===== src/xbar_consts.svh =====
`ifndef XBAR_CONSTS_SVH
`define XBAR_CONSTS_SVH

`define ADDR_W      32
`define DATA_W      32
`define STRB_W      4
`define SLAVE_COUNT 4

// top bits of the address pick the slave
`define REGION_W    2
`define OFFSET_W    30

`endif

===== src/xbar_pkg.sv =====
`default_nettype none

`include "xbar_consts.svh"

package xbar_pkg;

    // one address word, seen flat or as slave index plus offset
    typedef union packed {
        logic [`ADDR_W-1:0] word;
        struct packed {
            logic [`REGION_W-1:0] region;   // slave index
            logic [`OFFSET_W-1:0] offset;   // address inside the slave
        } fields;
    } axil_addr_u;

endpackage

`default_nettype wire


===== src/axil_bus_if.sv =====
`timescale 1ns/10ps
`default_nettype none

`include "xbar_consts.svh"

// shared write bus between arbiter and write router
interface axil_wr_if import xbar_pkg::*; ();
    axil_addr_u          awaddr;
    logic [`DATA_W-1:0]  wdata;
    logic [`STRB_W-1:0]  wstrb;
    logic                awvalid;
    logic                wvalid;
    logic                awready;
    logic                wready;

    modport arb (
        output awaddr, wdata, wstrb, awvalid, wvalid,
        input  awready, wready
    );
    modport router (
        input  awaddr, wdata, wstrb, awvalid, wvalid,
        output awready, wready
    );
endinterface

// shared read bus between arbiter and read router
interface axil_rd_if import xbar_pkg::*; ();
    axil_addr_u          araddr;
    logic                arvalid;
    logic                arready;
    logic [`DATA_W-1:0]  rdata;
    logic                rvalid;
    logic                rready;

    modport arb (
        output araddr, arvalid, rready,
        input  arready, rdata, rvalid
    );
    modport router (
        input  araddr, arvalid, rready,
        output arready, rdata, rvalid
    );
endinterface

`default_nettype wire


===== src/axil_xbar_2m4s.sv =====
`timescale 1ns/10ps
`default_nettype none

`include "xbar_consts.svh"

module axil_xbar_2m4s (
    input  logic                clk,
    input  logic                rst_n,
    // master 0
    input  logic [`ADDR_W-1:0]  m0_awaddr,
    input  logic [`DATA_W-1:0]  m0_wdata,
    input  logic [`STRB_W-1:0]  m0_wstrb,
    input  logic                m0_awvalid,
    input  logic                m0_wvalid,
    input  logic [`ADDR_W-1:0]  m0_araddr,
    input  logic                m0_arvalid,
    input  logic                m0_rready,
    output logic                m0_awready,
    output logic                m0_wready,
    output logic                m0_arready,
    output logic [`DATA_W-1:0]  m0_rdata,
    output logic                m0_rvalid,
    // master 1
    input  logic [`ADDR_W-1:0]  m1_awaddr,
    input  logic [`DATA_W-1:0]  m1_wdata,
    input  logic [`STRB_W-1:0]  m1_wstrb,
    input  logic                m1_awvalid,
    input  logic                m1_wvalid,
    input  logic [`ADDR_W-1:0]  m1_araddr,
    input  logic                m1_arvalid,
    input  logic                m1_rready,
    output logic                m1_awready,
    output logic                m1_wready,
    output logic                m1_arready,
    output logic [`DATA_W-1:0]  m1_rdata,
    output logic                m1_rvalid,
    // slaves 0 to 3
    output logic [`ADDR_W-1:0]  s0_awaddr, s1_awaddr, s2_awaddr, s3_awaddr,
    output logic                s0_awvalid, s1_awvalid, s2_awvalid, s3_awvalid,
    input  logic                s0_awready, s1_awready, s2_awready, s3_awready,
    output logic [`DATA_W-1:0]  s0_wdata, s1_wdata, s2_wdata, s3_wdata,
    output logic [`STRB_W-1:0]  s0_wstrb, s1_wstrb, s2_wstrb, s3_wstrb,
    output logic                s0_wvalid, s1_wvalid, s2_wvalid, s3_wvalid,
    input  logic                s0_wready, s1_wready, s2_wready, s3_wready,
    output logic [`ADDR_W-1:0]  s0_araddr, s1_araddr, s2_araddr, s3_araddr,
    output logic                s0_arvalid, s1_arvalid, s2_arvalid, s3_arvalid,
    input  logic                s0_arready, s1_arready, s2_arready, s3_arready,
    input  logic [`DATA_W-1:0]  s0_rdata, s1_rdata, s2_rdata, s3_rdata,
    input  logic                s0_rvalid, s1_rvalid, s2_rvalid, s3_rvalid,
    output logic                s0_rready, s1_rready, s2_rready, s3_rready
);

    logic [`SLAVE_COUNT-1:0][`ADDR_W-1:0] s_awaddr;
    logic [`SLAVE_COUNT-1:0]              s_awvalid;
    logic [`SLAVE_COUNT-1:0][`DATA_W-1:0] s_wdata;
    logic [`SLAVE_COUNT-1:0][`STRB_W-1:0] s_wstrb;
    logic [`SLAVE_COUNT-1:0]              s_wvalid;
    logic [`SLAVE_COUNT-1:0][`ADDR_W-1:0] s_araddr;
    logic [`SLAVE_COUNT-1:0]              s_arvalid;
    logic [`SLAVE_COUNT-1:0]              s_rready;

    axil_wr_if wr_bus ();
    axil_rd_if rd_bus ();

    // unpack per slave arrays, index 0 is the low slice
    assign {s3_awaddr, s2_awaddr, s1_awaddr, s0_awaddr}     = s_awaddr;
    assign {s3_awvalid, s2_awvalid, s1_awvalid, s0_awvalid} = s_awvalid;
    assign {s3_wdata, s2_wdata, s1_wdata, s0_wdata}         = s_wdata;
    assign {s3_wstrb, s2_wstrb, s1_wstrb, s0_wstrb}         = s_wstrb;
    assign {s3_wvalid, s2_wvalid, s1_wvalid, s0_wvalid}     = s_wvalid;
    assign {s3_araddr, s2_araddr, s1_araddr, s0_araddr}     = s_araddr;
    assign {s3_arvalid, s2_arvalid, s1_arvalid, s0_arvalid} = s_arvalid;
    assign {s3_rready, s2_rready, s1_rready, s0_rready}     = s_rready;

    master_arbiter u_master_arbiter (
        .clk        (clk),
        .rst_n      (rst_n),
        .m0_awaddr  (m0_awaddr),
        .m0_wdata   (m0_wdata),
        .m0_wstrb   (m0_wstrb),
        .m0_awvalid (m0_awvalid),
        .m0_wvalid  (m0_wvalid),
        .m0_araddr  (m0_araddr),
        .m0_arvalid (m0_arvalid),
        .m0_rready  (m0_rready),
        .m0_awready (m0_awready),
        .m0_wready  (m0_wready),
        .m0_arready (m0_arready),
        .m0_rdata   (m0_rdata),
        .m0_rvalid  (m0_rvalid),
        .m1_awaddr  (m1_awaddr),
        .m1_wdata   (m1_wdata),
        .m1_wstrb   (m1_wstrb),
        .m1_awvalid (m1_awvalid),
        .m1_wvalid  (m1_wvalid),
        .m1_araddr  (m1_araddr),
        .m1_arvalid (m1_arvalid),
        .m1_rready  (m1_rready),
        .m1_awready (m1_awready),
        .m1_wready  (m1_wready),
        .m1_arready (m1_arready),
        .m1_rdata   (m1_rdata),
        .m1_rvalid  (m1_rvalid),
        .wr_bus     (wr_bus.arb),
        .rd_bus     (rd_bus.arb)
    );

    write_router u_write_router (
        .wr_bus    (wr_bus.router),
        .s_awaddr  (s_awaddr),
        .s_awvalid (s_awvalid),
        .s_wdata   (s_wdata),
        .s_wstrb   (s_wstrb),
        .s_wvalid  (s_wvalid),
        .s_awready ({s3_awready, s2_awready, s1_awready, s0_awready}),
        .s_wready  ({s3_wready, s2_wready, s1_wready, s0_wready})
    );

    read_router u_read_router (
        .clk       (clk),
        .rst_n     (rst_n),
        .rd_bus    (rd_bus.router),
        .s_araddr  (s_araddr),
        .s_arvalid (s_arvalid),
        .s_rready  (s_rready),
        .s_arready ({s3_arready, s2_arready, s1_arready, s0_arready}),
        .s_rdata   ({s3_rdata, s2_rdata, s1_rdata, s0_rdata}),
        .s_rvalid  ({s3_rvalid, s2_rvalid, s1_rvalid, s0_rvalid})
    );

endmodule

`default_nettype wire


===== src/read_router.sv =====
`timescale 1ns/10ps
`default_nettype none

`include "xbar_consts.svh"

module read_router import xbar_pkg::*; (
    input  logic                                 clk,
    input  logic                                 rst_n,
    axil_rd_if.router                            rd_bus,
    output logic [`SLAVE_COUNT-1:0][`ADDR_W-1:0] s_araddr,
    output logic [`SLAVE_COUNT-1:0]              s_arvalid,
    output logic [`SLAVE_COUNT-1:0]              s_rready,
    input  logic [`SLAVE_COUNT-1:0]              s_arready,
    input  logic [`SLAVE_COUNT-1:0][`DATA_W-1:0] s_rdata,
    input  logic [`SLAVE_COUNT-1:0]              s_rvalid
);

    axil_addr_u              ar_addr;
    logic [`REGION_W-1:0]    rd_region_q;   // slave that owes read data
    logic [`SLAVE_COUNT-1:0] ar_sel;
    logic [`SLAVE_COUNT-1:0] r_sel;

    assign ar_addr = rd_bus.araddr;

    always_comb begin
        for (int i = 0; i < `SLAVE_COUNT; i++) begin
            ar_sel[i]    = (ar_addr.fields.region == `REGION_W'(i));
            r_sel[i]     = (rd_region_q == `REGION_W'(i));
            s_araddr[i]  = ar_sel[i] ? ar_addr.word : '0;
            s_arvalid[i] = ar_sel[i] & rd_bus.arvalid;
            s_rready[i]  = r_sel[i] & rd_bus.rready;   // only the owed slave is released
        end
    end

    assign rd_bus.arready = |(ar_sel & s_arready);
    assign rd_bus.rdata   = s_rdata[rd_region_q];
    assign rd_bus.rvalid  = |(r_sel & s_rvalid);

    // remember where the accepted read went
    always_ff @(posedge clk or negedge rst_n) begin
        if (!rst_n) begin
            rd_region_q <= '0;
        end else if (rd_bus.arvalid & rd_bus.arready) begin
            rd_region_q <= ar_addr.fields.region;
        end
    end

endmodule

`default_nettype wire


===== src/write_router.sv =====
`timescale 1ns/10ps
`default_nettype none

`include "xbar_consts.svh"

module write_router import xbar_pkg::*; (
    axil_wr_if.router                           wr_bus,
    output logic [`SLAVE_COUNT-1:0][`ADDR_W-1:0] s_awaddr,
    output logic [`SLAVE_COUNT-1:0]              s_awvalid,
    output logic [`SLAVE_COUNT-1:0][`DATA_W-1:0] s_wdata,
    output logic [`SLAVE_COUNT-1:0][`STRB_W-1:0] s_wstrb,
    output logic [`SLAVE_COUNT-1:0]              s_wvalid,
    input  logic [`SLAVE_COUNT-1:0]              s_awready,
    input  logic [`SLAVE_COUNT-1:0]              s_wready
);

    axil_addr_u              aw_addr;
    logic [`SLAVE_COUNT-1:0] wr_sel;   // one hot slave select

    assign aw_addr = wr_bus.awaddr;

    always_comb begin
        for (int i = 0; i < `SLAVE_COUNT; i++) begin
            wr_sel[i]    = (aw_addr.fields.region == `REGION_W'(i));
            s_awaddr[i]  = wr_sel[i] ? aw_addr.word : '0;   // unselected slaves see zero
            s_awvalid[i] = wr_sel[i] & wr_bus.awvalid;
            s_wvalid[i]  = wr_sel[i] & wr_bus.wvalid;
            s_wdata[i]   = wr_bus.wdata;   // data and strobes go everywhere
            s_wstrb[i]   = wr_bus.wstrb;
        end
    end

    assign wr_bus.awready = |(wr_sel & s_awready);
    assign wr_bus.wready  = |(wr_sel & s_wready);

endmodule

`default_nettype wire


===== src/master_arbiter.sv =====
`timescale 1ns/10ps
`default_nettype none

`include "xbar_consts.svh"

module master_arbiter import xbar_pkg::*; (
    input  logic               clk,
    input  logic               rst_n,
    input  logic [`ADDR_W-1:0] m0_awaddr,
    input  logic [`DATA_W-1:0] m0_wdata,
    input  logic [`STRB_W-1:0] m0_wstrb,
    input  logic               m0_awvalid,
    input  logic               m0_wvalid,
    input  logic [`ADDR_W-1:0] m0_araddr,
    input  logic               m0_arvalid,
    input  logic               m0_rready,
    output logic               m0_awready,
    output logic               m0_wready,
    output logic               m0_arready,
    output logic [`DATA_W-1:0] m0_rdata,
    output logic               m0_rvalid,
    input  logic [`ADDR_W-1:0] m1_awaddr,
    input  logic [`DATA_W-1:0] m1_wdata,
    input  logic [`STRB_W-1:0] m1_wstrb,
    input  logic               m1_awvalid,
    input  logic               m1_wvalid,
    input  logic [`ADDR_W-1:0] m1_araddr,
    input  logic               m1_arvalid,
    input  logic               m1_rready,
    output logic               m1_awready,
    output logic               m1_wready,
    output logic               m1_arready,
    output logic [`DATA_W-1:0] m1_rdata,
    output logic               m1_rvalid,
    axil_wr_if.arb             wr_bus,
    axil_rd_if.arb             rd_bus
);

    axil_addr_u aw_pick;   // address of the granted writer
    axil_addr_u ar_pick;   // address of the granted reader
    logic       m0_wr_gnt;
    logic       m1_wr_gnt;
    logic       m0_ar_gnt;
    logic       m1_ar_gnt;
    logic       m0_rd_own;   // m0 waits for read data
    logic       m1_rd_own;

    // a write needs aw and w together, m0 wins a tie
    assign m0_wr_gnt = m0_awvalid & m0_wvalid;
    assign m1_wr_gnt = m1_awvalid & m1_wvalid & ~m0_wr_gnt;
    assign m0_ar_gnt = m0_arvalid;
    assign m1_ar_gnt = m1_arvalid & ~m0_arvalid;

    assign aw_pick = m0_wr_gnt ? m0_awaddr : m1_awaddr;
    assign ar_pick = m0_ar_gnt ? m0_araddr : m1_araddr;

    assign wr_bus.awaddr  = aw_pick;
    assign wr_bus.wdata   = m0_wr_gnt ? m0_wdata : m1_wdata;
    assign wr_bus.wstrb   = m0_wr_gnt ? m0_wstrb : m1_wstrb;
    assign wr_bus.awvalid = m0_wr_gnt | m1_wr_gnt;   // grant already implies valid
    assign wr_bus.wvalid  = m0_wr_gnt | m1_wr_gnt;

    assign rd_bus.araddr  = ar_pick;
    assign rd_bus.arvalid = m0_ar_gnt | m1_ar_gnt;
    assign rd_bus.rready  = (m0_rd_own & m0_rready) | (m1_rd_own & m1_rready);

    assign m0_awready = m0_wr_gnt & wr_bus.awready;
    assign m0_wready  = m0_wr_gnt & wr_bus.wready;
    assign m0_arready = m0_ar_gnt & rd_bus.arready;
    assign m0_rdata   = rd_bus.rdata;   // both masters see the data
    assign m0_rvalid  = m0_rd_own & rd_bus.rvalid;

    assign m1_awready = m1_wr_gnt & wr_bus.awready;
    assign m1_wready  = m1_wr_gnt & wr_bus.wready;
    assign m1_arready = m1_ar_gnt & rd_bus.arready;
    assign m1_rdata   = rd_bus.rdata;
    assign m1_rvalid  = m1_rd_own & rd_bus.rvalid;

    // read channel owner, set on ar handshake and cleared on r handshake
    always_ff @(posedge clk or negedge rst_n) begin
        if (!rst_n) begin
            m0_rd_own <= 1'b0;
            m1_rd_own <= 1'b0;
        end else begin
            if (m0_arvalid & m0_arready) begin
                m0_rd_own <= 1'b1;
            end else if (m0_rvalid & m0_rready) begin
                m0_rd_own <= 1'b0;
            end
            if (m1_arvalid & m1_arready) begin
                m1_rd_own <= 1'b1;
            end else if (m1_rvalid & m1_rready) begin
                m1_rd_own <= 1'b0;
            end
        end
    end

endmodule

`default_nettype wire


===== config.mk =====
export PLATFORM = sky130hd
export DESIGN_NAME = axil_xbar_2m4s
export DESIGN_NICKNAME = d
export VERILOG_FILES = /design/src/xbar_pkg.sv /design/src/axil_bus_if.sv /design/src/axil_xbar_2m4s.sv /design/src/read_router.sv /design/src/write_router.sv /design/src/master_arbiter.sv
export VERILOG_INCLUDE_DIRS = /design/src /design/src/src
export SDC_FILE = /design/constraint.sdc
export NUM_CORES = 1
export LEC_CHECK = 0
export ABC_AREA = 1
export ABC_CLOCK_PERIOD_IN_PS = 1400
export BUFFER_PORTS_ARGS = -buffer_cell sky130_fd_sc_hd__buf_2
export CORE_AREA = 2 2 325 327
export DETAILED_ROUTE_END_ITERATION = 16
export DIE_AREA = 0 0 327 329
export GPL_ROUTABILITY_DRIVEN = 0
export PLACE_DENSITY_LB_ADDON = 0.12
export SLEW_MARGIN = 20
export SYNTH_ARGS = -nofsm -noshare
export SYNTH_HDL_FRONTEND = slang
export SYNTH_SLANG_ARGS = --single-unit
export TNS_END_PERCENT = 100

===== constraint.sdc =====
create_clock -name clk -period 1.4 [get_ports clk]
set_input_delay 0.21 -clock clk [delete_from_list [all_inputs] [get_ports clk]]
set_output_delay 0.21 -clock clk [all_outputs]
set_load 0.02 [all_outputs]

==> run metrics <==
post-synthesis xor/xnor area fraction 0; Crit. End Element output port; CTS sink count 4; Setup CP Type reg2out; final hold slack approximately 0.32 ns; drt wl/cell 17.1 um; area of the die 108000 sq um; Final setup viols approximately 480; leak pwr 0.00817 uW; switch share 0.512; initial antenna violation count 3; DRC viols 0; RSZ-0062 raised after global routing yes; layout cells sized above 1 0.898; max_cap viols 0; chip width 327 um; Clock Latency Late Sink 0.22 ns; sequential power share 0.016; combinational family with the most area after synthesis simple AND/OR/NAND/NOR gates; Compound-Gate Fraction of Synth Area 0.0572; Clk network pwr share 0.036; min Tclk post-route 1.82 ns; Routed Antenna Nets 0; Reg clk slew, reported paths 0.03 ns; asr flop ratio synth 1.00; Worst Setup Slack, final -0.417 ns; vias after detailed routing between 8000 and 9000; CP startpoint kind flip-flop; Synth Register Bits 4; clock root buffer clkbuf_16; Seq/Total Area, Yosys 0.0215; Yosys warning count 0; Via-to-Cell Ratio 2.92; VDD IR max 477 uV; post-synthesis mux area share 0.216; Initial Util 0.0447; clock buffer count from CTS 3; Layout Nets 2025; Net Sw Power 6530 uW; synthesized area 4660 sq um; EDFF count, synth 0; Mean Syn Cell Area 5.87 sq um; combinational share of power 0.948; Pre-antenna DRT Iters 4; clk buf depth 2; Final period util 1.30; HPWL after DPL about 40000 um; PwrDens 710 nW/um^2; num ports 842; Syn Inst Count 794; WP data arrival 1.61 ns; Top FF cell, synth dfrtp_1; post-synth top area cell buf_4; top cell type's share of synthesized area 0.250; Rows 119; HP Class in2reg; Tot Pwr 12700 uW; final slew viol count 0; largest net degree at the start of global routing 33; commonest non-fill, non-tap cell in the layout buf_6; most frequent cells in the layout buf_6 (476), buf_2 (359), nor2_4 (237); number of fill cells in the layout between 10000 and 15000; Setup Skew 0.00259 ns; DRT iter0 DRCs 150; failing checks negative setup slack; Max FO, Critical Path 7; gr ovfl total 0; required time of the critical path 1.19 ns; status finished with violations; Syn-to-layout area delta 285%; post-route cell area approximately 18000 sq um; final WL 52300 um; vias in the first global route approximately 9100; Adder-Cell Fraction of Synth Area 0; synth top area cells buf_4 (25%), nor2_1 (21%), mux2i_1 (13%); core area 104000 sq um; Buffers on Ports 833; P_int between 6000 and 7000 uW; first-pass GRT wire length around 66000 um; CTS tree built; total track usage 0.0839; die height 329 um; DP Area 11300 sq um; Netlist cell types 24; H-tree levels 1; simple-gate portion of the synthesized area 0.374; fmax 550 MHz; ANT cells 0; final count of hold timing violations 0
==> what timing repair did <==
item / CTS / global route
endpoints found under the hold margin: 4 / 0
gates resized for setup: 469 / 1091
setup endpoints to repair: 477 / 482
hold buffers: 1 / 0
pin swaps: 72 / 158
setup buffers: 41 / 27
cloned: 23 / 6
==> cell usage after synthesis, types with 2 or more instances <==
cell	n
buf_1	2
inv_1	16
o21ai_0	2
nand2_1	71
nor2_4	3
nor2_2	5
nand2_2	5
inv_2	9
mux2_2	36
buf_2	37
nor2_1	261
buf_4	155
clkbuf_1	5
nand3_1	78
dfrtp_1	4
mux2i_1	60
buf_6	6
nor3_1	2
a22oi_1	32
==> registers in the layout (all words and copies together) (netlist names) <==
| signal | flops |
|---|---|
| u_master_arbiter.m1_rd_own | 1 |
| u_read_router.rd_region_q | 2 |
| u_master_arbiter.m0_rd_own | 1 |
==> kinds of logic (layout without fill, tap and decap cells) <==
family,count (synthesis),count (layout)
simple gates,425,425
buf+inv,231,1100
mux,96,96
compound gates,37,37
flops,4,4
other cells,1,8
==> power by group through the flow <==
stage / Clock [uW] / Sequential [uW] / Combinational (uW)
after floorplan: 0 / 176 / 5410
after global placement: 0 / 202 / 8160
after detailed placement: 0 / 199 / 8070
after CTS: 461 / 203 / 10200
after global routing: 479 / 209 / 12700
final: 454 / 203 / 12100
==> path summary, 6_finish.rpt <==
| check | to | slack, ns | startpoint | cells after the start |
|---|---|---|---|---|
| hold / removal | u_master_arbiter.m0_rd_own$_DFFE_PN0P_ | 0.32 | m0_rready | 4 |
| setup / recovery | m0_rdata[21] | -0.42 | u_read_router.rd_region_q[1]$_DFFE_PN0P_ | 6 |
| max in group asynchronous | u_read_router.rd_region_q[0]$_DFFE_PN0P_ | 0.84 | rst_n | 2 |
| setup reg to reg | u_master_arbiter.m1_rd_own$_DFFE_PN0P_ | -0.02 | u_read_router.rd_region_q[0]$_DFFE_PN0P_ | 8 |
| min in group asynchronous | u_read_router.rd_region_q[1]$_DFFE_PN0P_ | 0.42 | rst_n | 2 |
| hold reg to reg | u_master_arbiter.m0_rd_own$_DFFE_PN0P_ | 0.48 | u_master_arbiter.m0_rd_own$_DFFE_PN0P_ | 2 |
==> cell type report <==
cell class	instances	area [sq um]	area share
Clock buffer	4	78.8	0.00439
Inverter	26	173	0.00962
Multi-Input combinational cell	566	5690	0.317
Sequential cell	4	103	0.00572
Tap cell	1391	1740	0.0969
Timing Repair Buffer	1070	10200	0.567
==> critical path: stages (launching register included) <==
cell and delay (ns):
dfrtp_2 0.44, nor2_4 0.10, buf_12 0.14, buf_16 0.14, a22oi_2 0.25, nand3_2 0.14
buf_6 0.16
==> routing by layer <==
metal / share of wire / routed length (um) / track usage
met1: 0.37 / 19500 / 0.0946
met2: 0.54 / 28500 / 0.163
met3: 0.070 / 3640 / 0.0202
met4: 0.013 / 680 / 0.00868
met5: 0.00025 / 13 / 0
==> stage by stage <==
step           instances  TNS [ns]   util  setup WS [ns]
3_5_place_dp        2978   -106.11  0.109         -0.643
6_report            3061    -83.51  0.172         -0.417
4_1_cts             3047    -91.51  0.135         -0.387
5_1_grt             3061   -108.38  0.172         -0.451
3_3_place_gp        2978   -103.56  0.109         -0.689
2_1_floorplan        801     -8.18      -        -0.0889
Power figures use the tool's default switching activity.
